<file path="config.mk">
export PLATFORM = sky130hd
export DESIGN_NAME = issue_stage
export DESIGN_NICKNAME = d
export VERILOG_FILES = /design/src/rtl/issue_pkg.sv /design/src/rtl/sb_iro_if.sv /design/src/rtl/scoreboard.sv /design/src/rtl/regfile.sv /design/src/rtl/issue_read_operands.sv /design/src/rtl/issue_stage.sv
export SDC_FILE = /design/constraint.sdc
export NUM_CORES = 2
export LEC_CHECK = 0
export BUFFER_PORTS_ARGS = -buffer_cell sky130_fd_sc_hd__buf_4
export CORE_ASPECT_RATIO = 0.5
export CORE_UTILIZATION = 40
export CTS_CLUSTER_DIAMETER = 200
export CTS_CLUSTER_SIZE = 24
export DETAILED_ROUTE_END_ITERATION = 10
export MAX_ROUTING_LAYER = met4
export PLACE_DENSITY_LB_ADDON = 0.25
export SYNTH_ARGS = -nofsm -noshare
export SYNTH_HDL_FRONTEND = slang
export SYNTH_SLANG_ARGS = --single-unit
</file>
<file path="constraint.sdc">
create_clock -name clk_i -period 7.5 [get_ports clk_i]
set_input_delay 0.375 -clock clk_i [delete_from_list [all_inputs] [get_ports clk_i]]
set_output_delay 0.375 -clock clk_i [all_outputs]
set_load 0.03 [all_outputs]
</file>
<file path="src/rtl/issue_pkg.sv">
// --------------------------------------
// Shared sizes and types for the issue stage
// Referenced by scoped name from every block
// --------------------------------------
package issue_pkg;

    // Datapath and table sizes
    localparam int XLEN          = 32;
    localparam int NR_SB_ENTRIES = 4;
    localparam int TRANS_ID_BITS = 2;
    localparam int REG_ADDR_BITS = 5;
    localparam int OP_BITS       = 4;

    // Target functional unit
    typedef enum logic [1:0] {
        FU_NONE,
        FU_ALU,
        FU_LSU
    } fu_t;

    // One in-flight instruction, trans_id and result filled by the scoreboard
    typedef struct packed {
        fu_t                      fu;
        logic [OP_BITS-1:0]       op;
        logic [REG_ADDR_BITS-1:0] rd;
        logic [REG_ADDR_BITS-1:0] rs1;
        logic [REG_ADDR_BITS-1:0] rs2;
        logic                     use_imm;
        logic [XLEN-1:0]          imm;
        logic [TRANS_ID_BITS-1:0] trans_id;
        logic [XLEN-1:0]          result;
    } scoreboard_entry_t;

    // Operands handed to the ALU or LSU
    typedef struct packed {
        fu_t                      fu;
        logic [OP_BITS-1:0]       op;
        logic [XLEN-1:0]          operand_a;
        logic [XLEN-1:0]          operand_b;
        logic [TRANS_ID_BITS-1:0] trans_id;
    } fu_data_t;

    // Oldest finished instruction offered to commit
    typedef struct packed {
        logic [REG_ADDR_BITS-1:0] rd;
        logic [XLEN-1:0]          result;
        logic [TRANS_ID_BITS-1:0] trans_id;
    } commit_t;

endpackage

</file>
<file path="src/rtl/sb_iro_if.sv">
// --------------------------------------
// Link between scoreboard and operand read
// Scoreboard drives the sb side, issue_read_operands the iro side
// --------------------------------------
`timescale 1ns/1ps

interface sb_iro_if;

    // Instruction waiting at the head of decode
    issue_pkg::scoreboard_entry_t issue_instr;
    logic                         issue_valid;
    logic                         issue_ack;

    // Table state used for hazard checks and forwarding
    logic [issue_pkg::TRANS_ID_BITS-1:0]                         issue_pointer;
    logic                                                        full;
    logic [issue_pkg::NR_SB_ENTRIES-1:0]                         still_issued;
    logic [issue_pkg::NR_SB_ENTRIES-1:0]                         result_valid;
    issue_pkg::scoreboard_entry_t [issue_pkg::NR_SB_ENTRIES-1:0] entries;

    modport sb (
        output issue_instr, issue_valid, issue_pointer, full,
        output still_issued, result_valid, entries,
        input  issue_ack
    );

    modport iro (
        input  issue_instr, issue_valid, issue_pointer, full,
        input  still_issued, result_valid, entries,
        output issue_ack
    );

endinterface

</file>
<file path="src/rtl/scoreboard.sv">
// --------------------------------------
// Circular table of in-flight instructions
// Allocates on issue ack, collects writebacks by ID, retires in order
// --------------------------------------
`timescale 1ns/1ps

module scoreboard (
    input  logic                                clk_i,
    input  logic                                rst_n_i,
    input  logic                                flush_i,
    // Decode side
    input  issue_pkg::scoreboard_entry_t        decoded_instr_i,
    input  logic                                decoded_instr_valid_i,
    // Writeback from the functional units
    input  logic                                wt_valid_i,
    input  logic [issue_pkg::TRANS_ID_BITS-1:0] trans_id_i,
    input  logic [issue_pkg::XLEN-1:0]          wbdata_i,
    // Commit side
    output issue_pkg::commit_t                  commit_instr_o,
    output logic                                commit_valid_o,
    input  logic                                commit_ack_i,
    output logic                                sb_full_o,
    sb_iro_if.sb                                sb
);

    // Slot payloads
    issue_pkg::scoreboard_entry_t [issue_pkg::NR_SB_ENTRIES-1:0] mem_q;

    // Per-slot state and ring pointers
    logic [issue_pkg::NR_SB_ENTRIES-1:0] busy_q;
    logic [issue_pkg::NR_SB_ENTRIES-1:0] done_q;
    logic [issue_pkg::TRANS_ID_BITS-1:0] issue_ptr_q;
    logic [issue_pkg::TRANS_ID_BITS-1:0] commit_ptr_q;

    logic alloc;
    logic retire;

    // Decode view, nothing is offered while the table is being flushed
    assign sb.issue_instr = decoded_instr_i;
    assign sb.issue_valid = decoded_instr_valid_i & ~flush_i;

    assign alloc  = sb.issue_valid & sb.issue_ack;
    assign retire = commit_valid_o & commit_ack_i;

    // --------------------------------------
    // Control state
    // --------------------------------------
    always_ff @(posedge clk_i) begin
        if (!rst_n_i) begin
            busy_q       <= '0;
            done_q       <= '0;
            issue_ptr_q  <= '0;
            commit_ptr_q <= '0;
        end else begin
            // New instruction takes the slot under the issue pointer
            if (alloc) begin
                busy_q[issue_ptr_q] <= 1'b1;
                done_q[issue_ptr_q] <= 1'b0;
                issue_ptr_q         <= issue_ptr_q + 1'b1;
            end
            // Result is visible from the following cycle
            if (wt_valid_i) begin
                done_q[trans_id_i] <= 1'b1;
            end
            // Oldest slot leaves on commit ack
            if (retire) begin
                busy_q[commit_ptr_q] <= 1'b0;
                commit_ptr_q         <= commit_ptr_q + 1'b1;
            end
            // Drop everything in flight
            // Commit pointer follows issue pointer so the empty ring lines up again
            if (flush_i) begin
                busy_q       <= '0;
                commit_ptr_q <= issue_ptr_q;
            end
        end
    end

    // --------------------------------------
    // Slot payloads
    // --------------------------------------
    always_ff @(posedge clk_i) begin
        if (alloc) begin
            mem_q[issue_ptr_q]          <= decoded_instr_i;
            mem_q[issue_ptr_q].trans_id <= issue_ptr_q;
            mem_q[issue_ptr_q].result   <= '0;
        end
        if (wt_valid_i) begin
            mem_q[trans_id_i].result <= wbdata_i;
        end
    end

    // Table state towards operand read
    assign sb.issue_pointer = issue_ptr_q;
    assign sb.full          = &busy_q;
    assign sb.still_issued  = busy_q;
    assign sb.result_valid  = done_q;
    assign sb.entries       = mem_q;

    // Ring is full once every slot is busy
    assign sb_full_o = &busy_q;

    // In-order commit from the commit pointer
    assign commit_valid_o = busy_q[commit_ptr_q] & done_q[commit_ptr_q];
    assign commit_instr_o = '{
        rd:       mem_q[commit_ptr_q].rd,
        result:   mem_q[commit_ptr_q].result,
        trans_id: mem_q[commit_ptr_q].trans_id
    };

endmodule

</file>
<file path="src/rtl/regfile.sv">
// --------------------------------------
// Integer register file, 2 read ports and 1 write port
// Reads are combinational, writes land at the clock edge
// --------------------------------------
`timescale 1ns/1ps

module regfile (
    input  logic                                clk_i,
    input  logic                                rst_n_i,
    input  logic [issue_pkg::REG_ADDR_BITS-1:0] raddr_a_i,
    input  logic [issue_pkg::REG_ADDR_BITS-1:0] raddr_b_i,
    output logic [issue_pkg::XLEN-1:0]          rdata_a_o,
    output logic [issue_pkg::XLEN-1:0]          rdata_b_o,
    input  logic [issue_pkg::REG_ADDR_BITS-1:0] waddr_i,
    input  logic [issue_pkg::XLEN-1:0]          wdata_i,
    input  logic                                we_i
);

    logic [issue_pkg::XLEN-1:0] regs_q [2**issue_pkg::REG_ADDR_BITS];

    // Flop array, x0 never takes a write
    always_ff @(posedge clk_i) begin
        if (!rst_n_i) begin
            for (int i = 0; i < 2**issue_pkg::REG_ADDR_BITS; i++) begin
                regs_q[i] <= '0;
            end
        end else if (we_i && waddr_i != '0) begin
            regs_q[waddr_i] <= wdata_i;
        end
    end

    // x0 reads zero
    assign rdata_a_o = (raddr_a_i == '0) ? '0 : regs_q[raddr_a_i];
    assign rdata_b_o = (raddr_b_i == '0) ? '0 : regs_q[raddr_b_i];

endmodule

</file>
<file path="src/rtl/issue_read_operands.sv">
// --------------------------------------
// Hazard check, operand selection and dispatch
// Acks decode combinationally, drives the units one cycle later
// --------------------------------------
`timescale 1ns/1ps

module issue_read_operands (
    input  logic                                clk_i,
    input  logic                                rst_n_i,
    input  logic                                flush_i,
    sb_iro_if.iro                               iro,
    // Register file read port
    input  logic [issue_pkg::XLEN-1:0]          rs1_data_i,
    input  logic [issue_pkg::XLEN-1:0]          rs2_data_i,
    output logic [issue_pkg::REG_ADDR_BITS-1:0] rs1_addr_o,
    output logic [issue_pkg::REG_ADDR_BITS-1:0] rs2_addr_o,
    // Functional units
    input  logic                                alu_ready_i,
    input  logic                                lsu_ready_i,
    output logic                                alu_valid_o,
    output logic                                lsu_valid_o,
    output issue_pkg::fu_data_t                 fu_data_o,
    output logic                                stall_issue_o
);

    logic [issue_pkg::TRANS_ID_BITS-1:0] scan_idx;
    logic [issue_pkg::TRANS_ID_BITS-1:0] rs1_slot;
    logic [issue_pkg::TRANS_ID_BITS-1:0] rs2_slot;
    logic                                rs1_hit;
    logic                                rs2_hit;
    logic                                raw_stall;
    logic                                fu_ready;
    logic [issue_pkg::XLEN-1:0]          operand_a;
    logic [issue_pkg::XLEN-1:0]          operand_b;
    logic                                alu_valid_q;
    logic                                lsu_valid_q;
    issue_pkg::fu_data_t                 fu_data_q;

    assign rs1_addr_o = iro.issue_instr.rs1;
    assign rs2_addr_o = iro.issue_instr.rs2;

    // --------------------------------------
    // Producer search
    // --------------------------------------
    // Walk back from the newest slot, first busy writer of the source wins
    always_comb begin
        rs1_hit  = 1'b0;
        rs2_hit  = 1'b0;
        rs1_slot = '0;
        rs2_slot = '0;
        scan_idx = '0;
        for (int i = 1; i <= issue_pkg::NR_SB_ENTRIES; i++) begin
            scan_idx = iro.issue_pointer - (issue_pkg::TRANS_ID_BITS)'(i);
            if (!rs1_hit && iro.still_issued[scan_idx] && iro.issue_instr.rs1 != '0
                    && iro.entries[scan_idx].rd == iro.issue_instr.rs1) begin
                rs1_hit  = 1'b1;
                rs1_slot = scan_idx;
            end
            if (!rs2_hit && iro.still_issued[scan_idx] && iro.issue_instr.rs2 != '0
                    && iro.entries[scan_idx].rd == iro.issue_instr.rs2) begin
                rs2_hit  = 1'b1;
                rs2_slot = scan_idx;
            end
        end
    end

    // Stall while a producer has no result yet
    // rs2 only matters when it is really read
    assign raw_stall = (rs1_hit & ~iro.result_valid[rs1_slot])
                     | (rs2_hit & ~iro.result_valid[rs2_slot] & ~iro.issue_instr.use_imm);

    // Forward a finished result, else take the register value
    assign operand_a = rs1_hit ? iro.entries[rs1_slot].result : rs1_data_i;
    assign operand_b = iro.issue_instr.use_imm ? iro.issue_instr.imm
                     : rs2_hit ? iro.entries[rs2_slot].result : rs2_data_i;

    // Ready of the selected unit, no unit means nothing to wait for
    always_comb begin
        case (iro.issue_instr.fu)
            issue_pkg::FU_ALU: fu_ready = alu_ready_i;
            issue_pkg::FU_LSU: fu_ready = lsu_ready_i;
            default:           fu_ready = 1'b1;
        endcase
    end

    assign iro.issue_ack = iro.issue_valid & ~flush_i & ~iro.full & fu_ready & ~raw_stall;
    assign stall_issue_o = iro.issue_valid & ~iro.issue_ack;

    // --------------------------------------
    // Dispatch register
    // --------------------------------------
    // Valids pulse for exactly one cycle per accepted instruction
    always_ff @(posedge clk_i) begin
        if (!rst_n_i) begin
            alu_valid_q <= 1'b0;
            lsu_valid_q <= 1'b0;
        end else begin
            alu_valid_q <= iro.issue_ack & (iro.issue_instr.fu == issue_pkg::FU_ALU);
            lsu_valid_q <= iro.issue_ack & (iro.issue_instr.fu == issue_pkg::FU_LSU);
        end
    end

    // Operands hold between pulses, trans_id is the slot just taken
    always_ff @(posedge clk_i) begin
        if (iro.issue_ack) begin
            fu_data_q <= '{
                fu:        iro.issue_instr.fu,
                op:        iro.issue_instr.op,
                operand_a: operand_a,
                operand_b: operand_b,
                trans_id:  iro.issue_pointer
            };
        end
    end

    assign alu_valid_o = alu_valid_q;
    assign lsu_valid_o = lsu_valid_q;
    assign fu_data_o   = fu_data_q;

endmodule

</file>
<file path="src/rtl/issue_stage.sv">
// --------------------------------------
// Issue stage top level
// Scoreboard, operand read and register file behind plain ports
// --------------------------------------
`timescale 1ns/1ps

module issue_stage (
    input  logic                                clk_i,
    input  logic                                rst_n_i,
    input  logic                                flush_i,
    input  logic                                flush_unissued_instr_i,
    // Decode handshake
    input  issue_pkg::scoreboard_entry_t        decoded_instr_i,
    input  logic                                decoded_instr_valid_i,
    output logic                                decoded_instr_ack_o,
    // Functional units
    input  logic                                alu_ready_i,
    input  logic                                lsu_ready_i,
    output logic                                alu_valid_o,
    output logic                                lsu_valid_o,
    output issue_pkg::fu_data_t                 fu_data_o,
    // Writeback
    input  logic                                wt_valid_i,
    input  logic [issue_pkg::TRANS_ID_BITS-1:0] trans_id_i,
    input  logic [issue_pkg::XLEN-1:0]          wbdata_i,
    // Commit and register file write
    output issue_pkg::commit_t                  commit_instr_o,
    output logic                                commit_valid_o,
    input  logic                                commit_ack_i,
    input  logic                                we_i,
    input  logic [issue_pkg::REG_ADDR_BITS-1:0] waddr_i,
    input  logic [issue_pkg::XLEN-1:0]          wdata_i,
    // Status
    output logic                                sb_full_o,
    output logic                                stall_issue_o
);

    // Register file read path
    logic [issue_pkg::REG_ADDR_BITS-1:0] rs1_addr;
    logic [issue_pkg::REG_ADDR_BITS-1:0] rs2_addr;
    logic [issue_pkg::XLEN-1:0]          rs1_data;
    logic [issue_pkg::XLEN-1:0]          rs2_data;

    sb_iro_if sb_iro ();

    // Decode sees the operand-read acknowledge directly
    assign decoded_instr_ack_o = sb_iro.issue_ack;

    // --------------------------------------
    // Instruction tracking
    // --------------------------------------
    scoreboard i_scoreboard (
        .clk_i                 (clk_i),
        .rst_n_i               (rst_n_i),
        .flush_i               (flush_i),
        .decoded_instr_i       (decoded_instr_i),
        .decoded_instr_valid_i (decoded_instr_valid_i),
        .wt_valid_i            (wt_valid_i),
        .trans_id_i            (trans_id_i),
        .wbdata_i              (wbdata_i),
        .commit_instr_o        (commit_instr_o),
        .commit_valid_o        (commit_valid_o),
        .commit_ack_i          (commit_ack_i),
        .sb_full_o             (sb_full_o),
        .sb                    (sb_iro.sb)
    );

    // Unissued flush only blocks the acknowledge
    issue_read_operands i_issue_read_operands (
        .clk_i         (clk_i),
        .rst_n_i       (rst_n_i),
        .flush_i       (flush_unissued_instr_i),
        .iro           (sb_iro.iro),
        .rs1_data_i    (rs1_data),
        .rs2_data_i    (rs2_data),
        .rs1_addr_o    (rs1_addr),
        .rs2_addr_o    (rs2_addr),
        .alu_ready_i   (alu_ready_i),
        .lsu_ready_i   (lsu_ready_i),
        .alu_valid_o   (alu_valid_o),
        .lsu_valid_o   (lsu_valid_o),
        .fu_data_o     (fu_data_o),
        .stall_issue_o (stall_issue_o)
    );

    regfile i_regfile (
        .clk_i     (clk_i),
        .rst_n_i   (rst_n_i),
        .raddr_a_i (rs1_addr),
        .raddr_b_i (rs2_addr),
        .rdata_a_o (rs1_data),
        .rdata_b_o (rs2_data),
        .waddr_i   (waddr_i),
        .wdata_i   (wdata_i),
        .we_i      (we_i)
    );

endmodule

</file>
==> impl_metrics.env <==
export IMPL_status="finished clean"
export IMPL_core_sq_mm=0.167
export IMPL_rsz0062_at_grt="no"
export IMPL_ir_drop_mv=0.197
export IMPL_synthToLayoutAreaGrowth_pct=10.4
export IMPL_grt_pass1_wl_microns=330000
export IMPL_path_max_fanout=15
export IMPL_cts_tree="yes"
export IMPL_p_int_mw=10.7
export IMPL_h_tree_depth=2
export IMPL_synth_area_per_cell_sq_um=14.6
export IMPL_clock_path_buffers=3
export IMPL_drive_above_1_share=0.269
export IMPL_wl_microns=238000
export IMPL_yosysTopAreaCellShare=0.500
export IMPL_post_place_ws_ns=1.74
export IMPL_synth_edf_count=1124
export IMPL_initial_core_util=0.403
export IMPL_dieArea_sq_mm=0.170
export IMPL_synth_flop_cell="edfxtp_1"
export IMPL_critPathKind="reg2out"
export IMPL_grt_max_degree=106
export IMPL_max_freq_mhz=159
export IMPL_io_pins=286
export IMPL_cp_end_kind="primary output"
export IMPL_place_gp_congestion=0.859
export IMPL_drc_errors=0
export IMPL_clk_latency_ns=0.75
export IMPL_hold_path_class="in2reg"
export IMPL_worst_pin_slew_ns=1.24
export IMPL_antenna_found_initial=34
export IMPL_synth_adder_area_share=0.00185
export IMPL_seqPwrFrac=0.571
export IMPL_p_switching_mw=4.05
export IMPL_utilization=0.445
export IMPL_via_count=43700
export IMPL_powerDensity_mw_per_mm2=198
export IMPL_core_rowCount=106
export IMPL_muxShareOfSynthArea=0.256
export IMPL_final_period_utilization=0.838
export IMPL_grt_pass1_vias=42700
export IMPL_numCtsBuffers=58
export IMPL_worstPathArrival_ns=5.91
export IMPL_synth_common_cells="edfxtp_1, and2_1, mux4_2"
export IMPL_path_clk_slew_ns=0.12
export IMPL_drtPass1Iterations=5
export IMPL_synth_most_common_cell="edfxtp_1"
export IMPL_p_comb_frac=0.172
export IMPL_first_iter_violations=6450
export IMPL_cap_violations=0
export IMPL_wl_per_cell_microns=34.1
export IMPL_async_flop_share=0
export IMPL_ys_top_cells_by_area="edfxtp_1, mux4_2, and2_1"
export IMPL_period_minus_slack_ns=6.29
export IMPL_synth_top_family_by_area="multiplexers"
export IMPL_synth_seq_area_share=0.542
export IMPL_finalNetCount=4852
export IMPL_post_cts_buffers=0
export IMPL_die_h_microns=292
export IMPL_fin_worst_skew_ns=0.0327
export IMPL_setup_ws_ns=1.21
export IMPL_setup_violations_final=0
export IMPL_final_setup_tns_ns=0
export IMPL_port_buffers=251
export IMPL_track_usage=0.284
export IMPL_crit_required_ns=7.12
export IMPL_cts_sinks=1266
export IMPL_yosys_area_share_simple=0.140
export IMPL_synth_top_area_cell="edfxtp_1"
export IMPL_place_hpwl_microns=145000
export IMPL_seq_area_sq_mm=0.0366
export IMPL_max_slew_margin=0.151
export IMPL_synthCells=4609
export IMPL_leakagePower_nw=25.3
export IMPL_start_kind="flip-flop"
export IMPL_power_share_switching=0.275
export IMPL_synth_compound_area_frac=0.0256
export IMPL_finalHoldViolations=0
export IMPL_ys_warnings_count=0
export IMPL_cts_root_buf="clkbuf_16"
export IMPL_synth_xor_area_frac=0.00506
export IMPL_multi_input_area_sq_mm=0.0297
export IMPL_slew_viol_final=0
export IMPL_fill_cells=14600
export IMPL_drtAntennaViolNets=0
export IMPL_fp_dieW_microns=583
export IMPL_synth_seq_cells=1266
export IMPL_yosys_cell_types_count=56
export IMPL_clockPowerShare=0.258
export IMPL_avgViaCountPerCell=6.26
export IMPL_syn_area_sq_mm=0.0675
export IMPL_grt_overflow_total=0
per-layer routing:
layer	vias up	track usage	routed length [microns]
met5	-	-	0
met4	0	0.0636	5840
met3	312	0.0760	29700
met2	2729	0.431	110000
met1	23000	0.384	92700
li1	17600	-	-
cell usage in the layout, fill, tap and decap left out, drive strengths merged, types with 43 or more instances in the layout:
master / netlist / layout
edfxtp: 1124 / 1124
clkbuf: 386 / 81
nor3: 170 / 170
nor2: 339 / 339
nand2: 89 / 89
and2: 1006 / 1006
dlygate4sd3: 0 / 76
mux4: 703 / 703
o21ai: 43 / 43
a21oi: 104 / 104
mux2i: 107 / 107
buf: 89 / 372
dfxtp: 142 / 142
cells by family after synthesis:
logic type                 Yosys count
AOI/OAI and AO/OA                  267
xor gates and xnor gates            39
adders and majority gates           10
buffers and inverters              484
DFF                               1266
muxes                              845
other                                1
and+or+nand+nor                   1697
state kept, by name, summed over array words and instances (netlist names), named ones only:
name	cells
i_regfile.regs_q	1024
i_issue_read_operands.fu_data_o	72
i_scoreboard.sb.issue_pointer	2
i_issue_read_operands.lsu_valid_o	1
i_scoreboard.sb.still_issued	4
i_scoreboard.sb.entries	128
i_scoreboard.sb.result_valid	4
i_scoreboard.commit_ptr_q	2
i_issue_read_operands.alu_valid_o	1
path summary, 6_finish.rpt:
kind | start | end | slack, ns | cells past startpoint
max | i_scoreboard.sb.issue_pointer[0] | stall_issue_o | 1.21 | 14
min | decoded_instr_i[41] | i_issue_read_operands.fu_data_o[9] | 0.03 | 2
max reg2reg | i_scoreboard.sb.issue_pointer[0] | i_issue_read_operands.fu_data_o[63] | 1.67 | 13
min reg2reg | i_scoreboard.sb.entries[15] | i_scoreboard.sb.entries[15] | 0.53 | 2
timing repair:
action                    CTS  global route
resized for setup           0             0
hold endpoints to repair  191             0
hold buffers               76             0
power by group through the flow:
stage / clock network, mW / logic (mW) / registers, mW
final: 3.80 / 2.53 / 8.41
after CTS: 3.81 / 2.50 / 8.41
after detailed placement: 0 / 2.46 / 8.57
after global routing: 4.03 / 2.63 / 8.47
after floorplan: 0 / 1.56 / 8.50
after global placement: 0 / 2.44 / 8.51
layout make-up:
type | instances | share of cell area
multi-input combinational | 2890 | 0.399
inverter | 9 | 0.000454
clock buffer | 81 | 0.0209
tap | 2268 | 0.0381
clock inverter | 3 | 0.000554
antenna | 12 | 0.000403
sequential | 1266 | 0.491
timing repair buffer | 448 | 0.0492
worst max-delay path: stages, from the launching register on:
cell and delay, ns:
dfxtp_2 0.34, inv_1 0.21, ha_1 0.59, buf_4 0.30, mux4_2 0.37, xor2_1 0.17, nor4_1 0.33, nand4_1 0.43
or4b_1 0.69, o211ai_4 0.33, nor4_1 0.17, or4_4 0.66, nor2_4 0.33, nor2_1 0.07, buf_4 0.17
stage by stage:
stage	instance area [sq um]	instances	total power [mW]	hold slack, ns
2_1_floorplan	67600	4640	10.1	0.466
3_3_place_gp	72100	6805	11.0	0.501
3_5_place_dp	72100	6805	11.0	0.516
4_1_cts	74400	6965	14.7	0.0207
5_1_grt	74500	6976	15.1	0.00831
6_report	74500	6977	14.7	0.0307
Power figures use the tool's default switching activity.
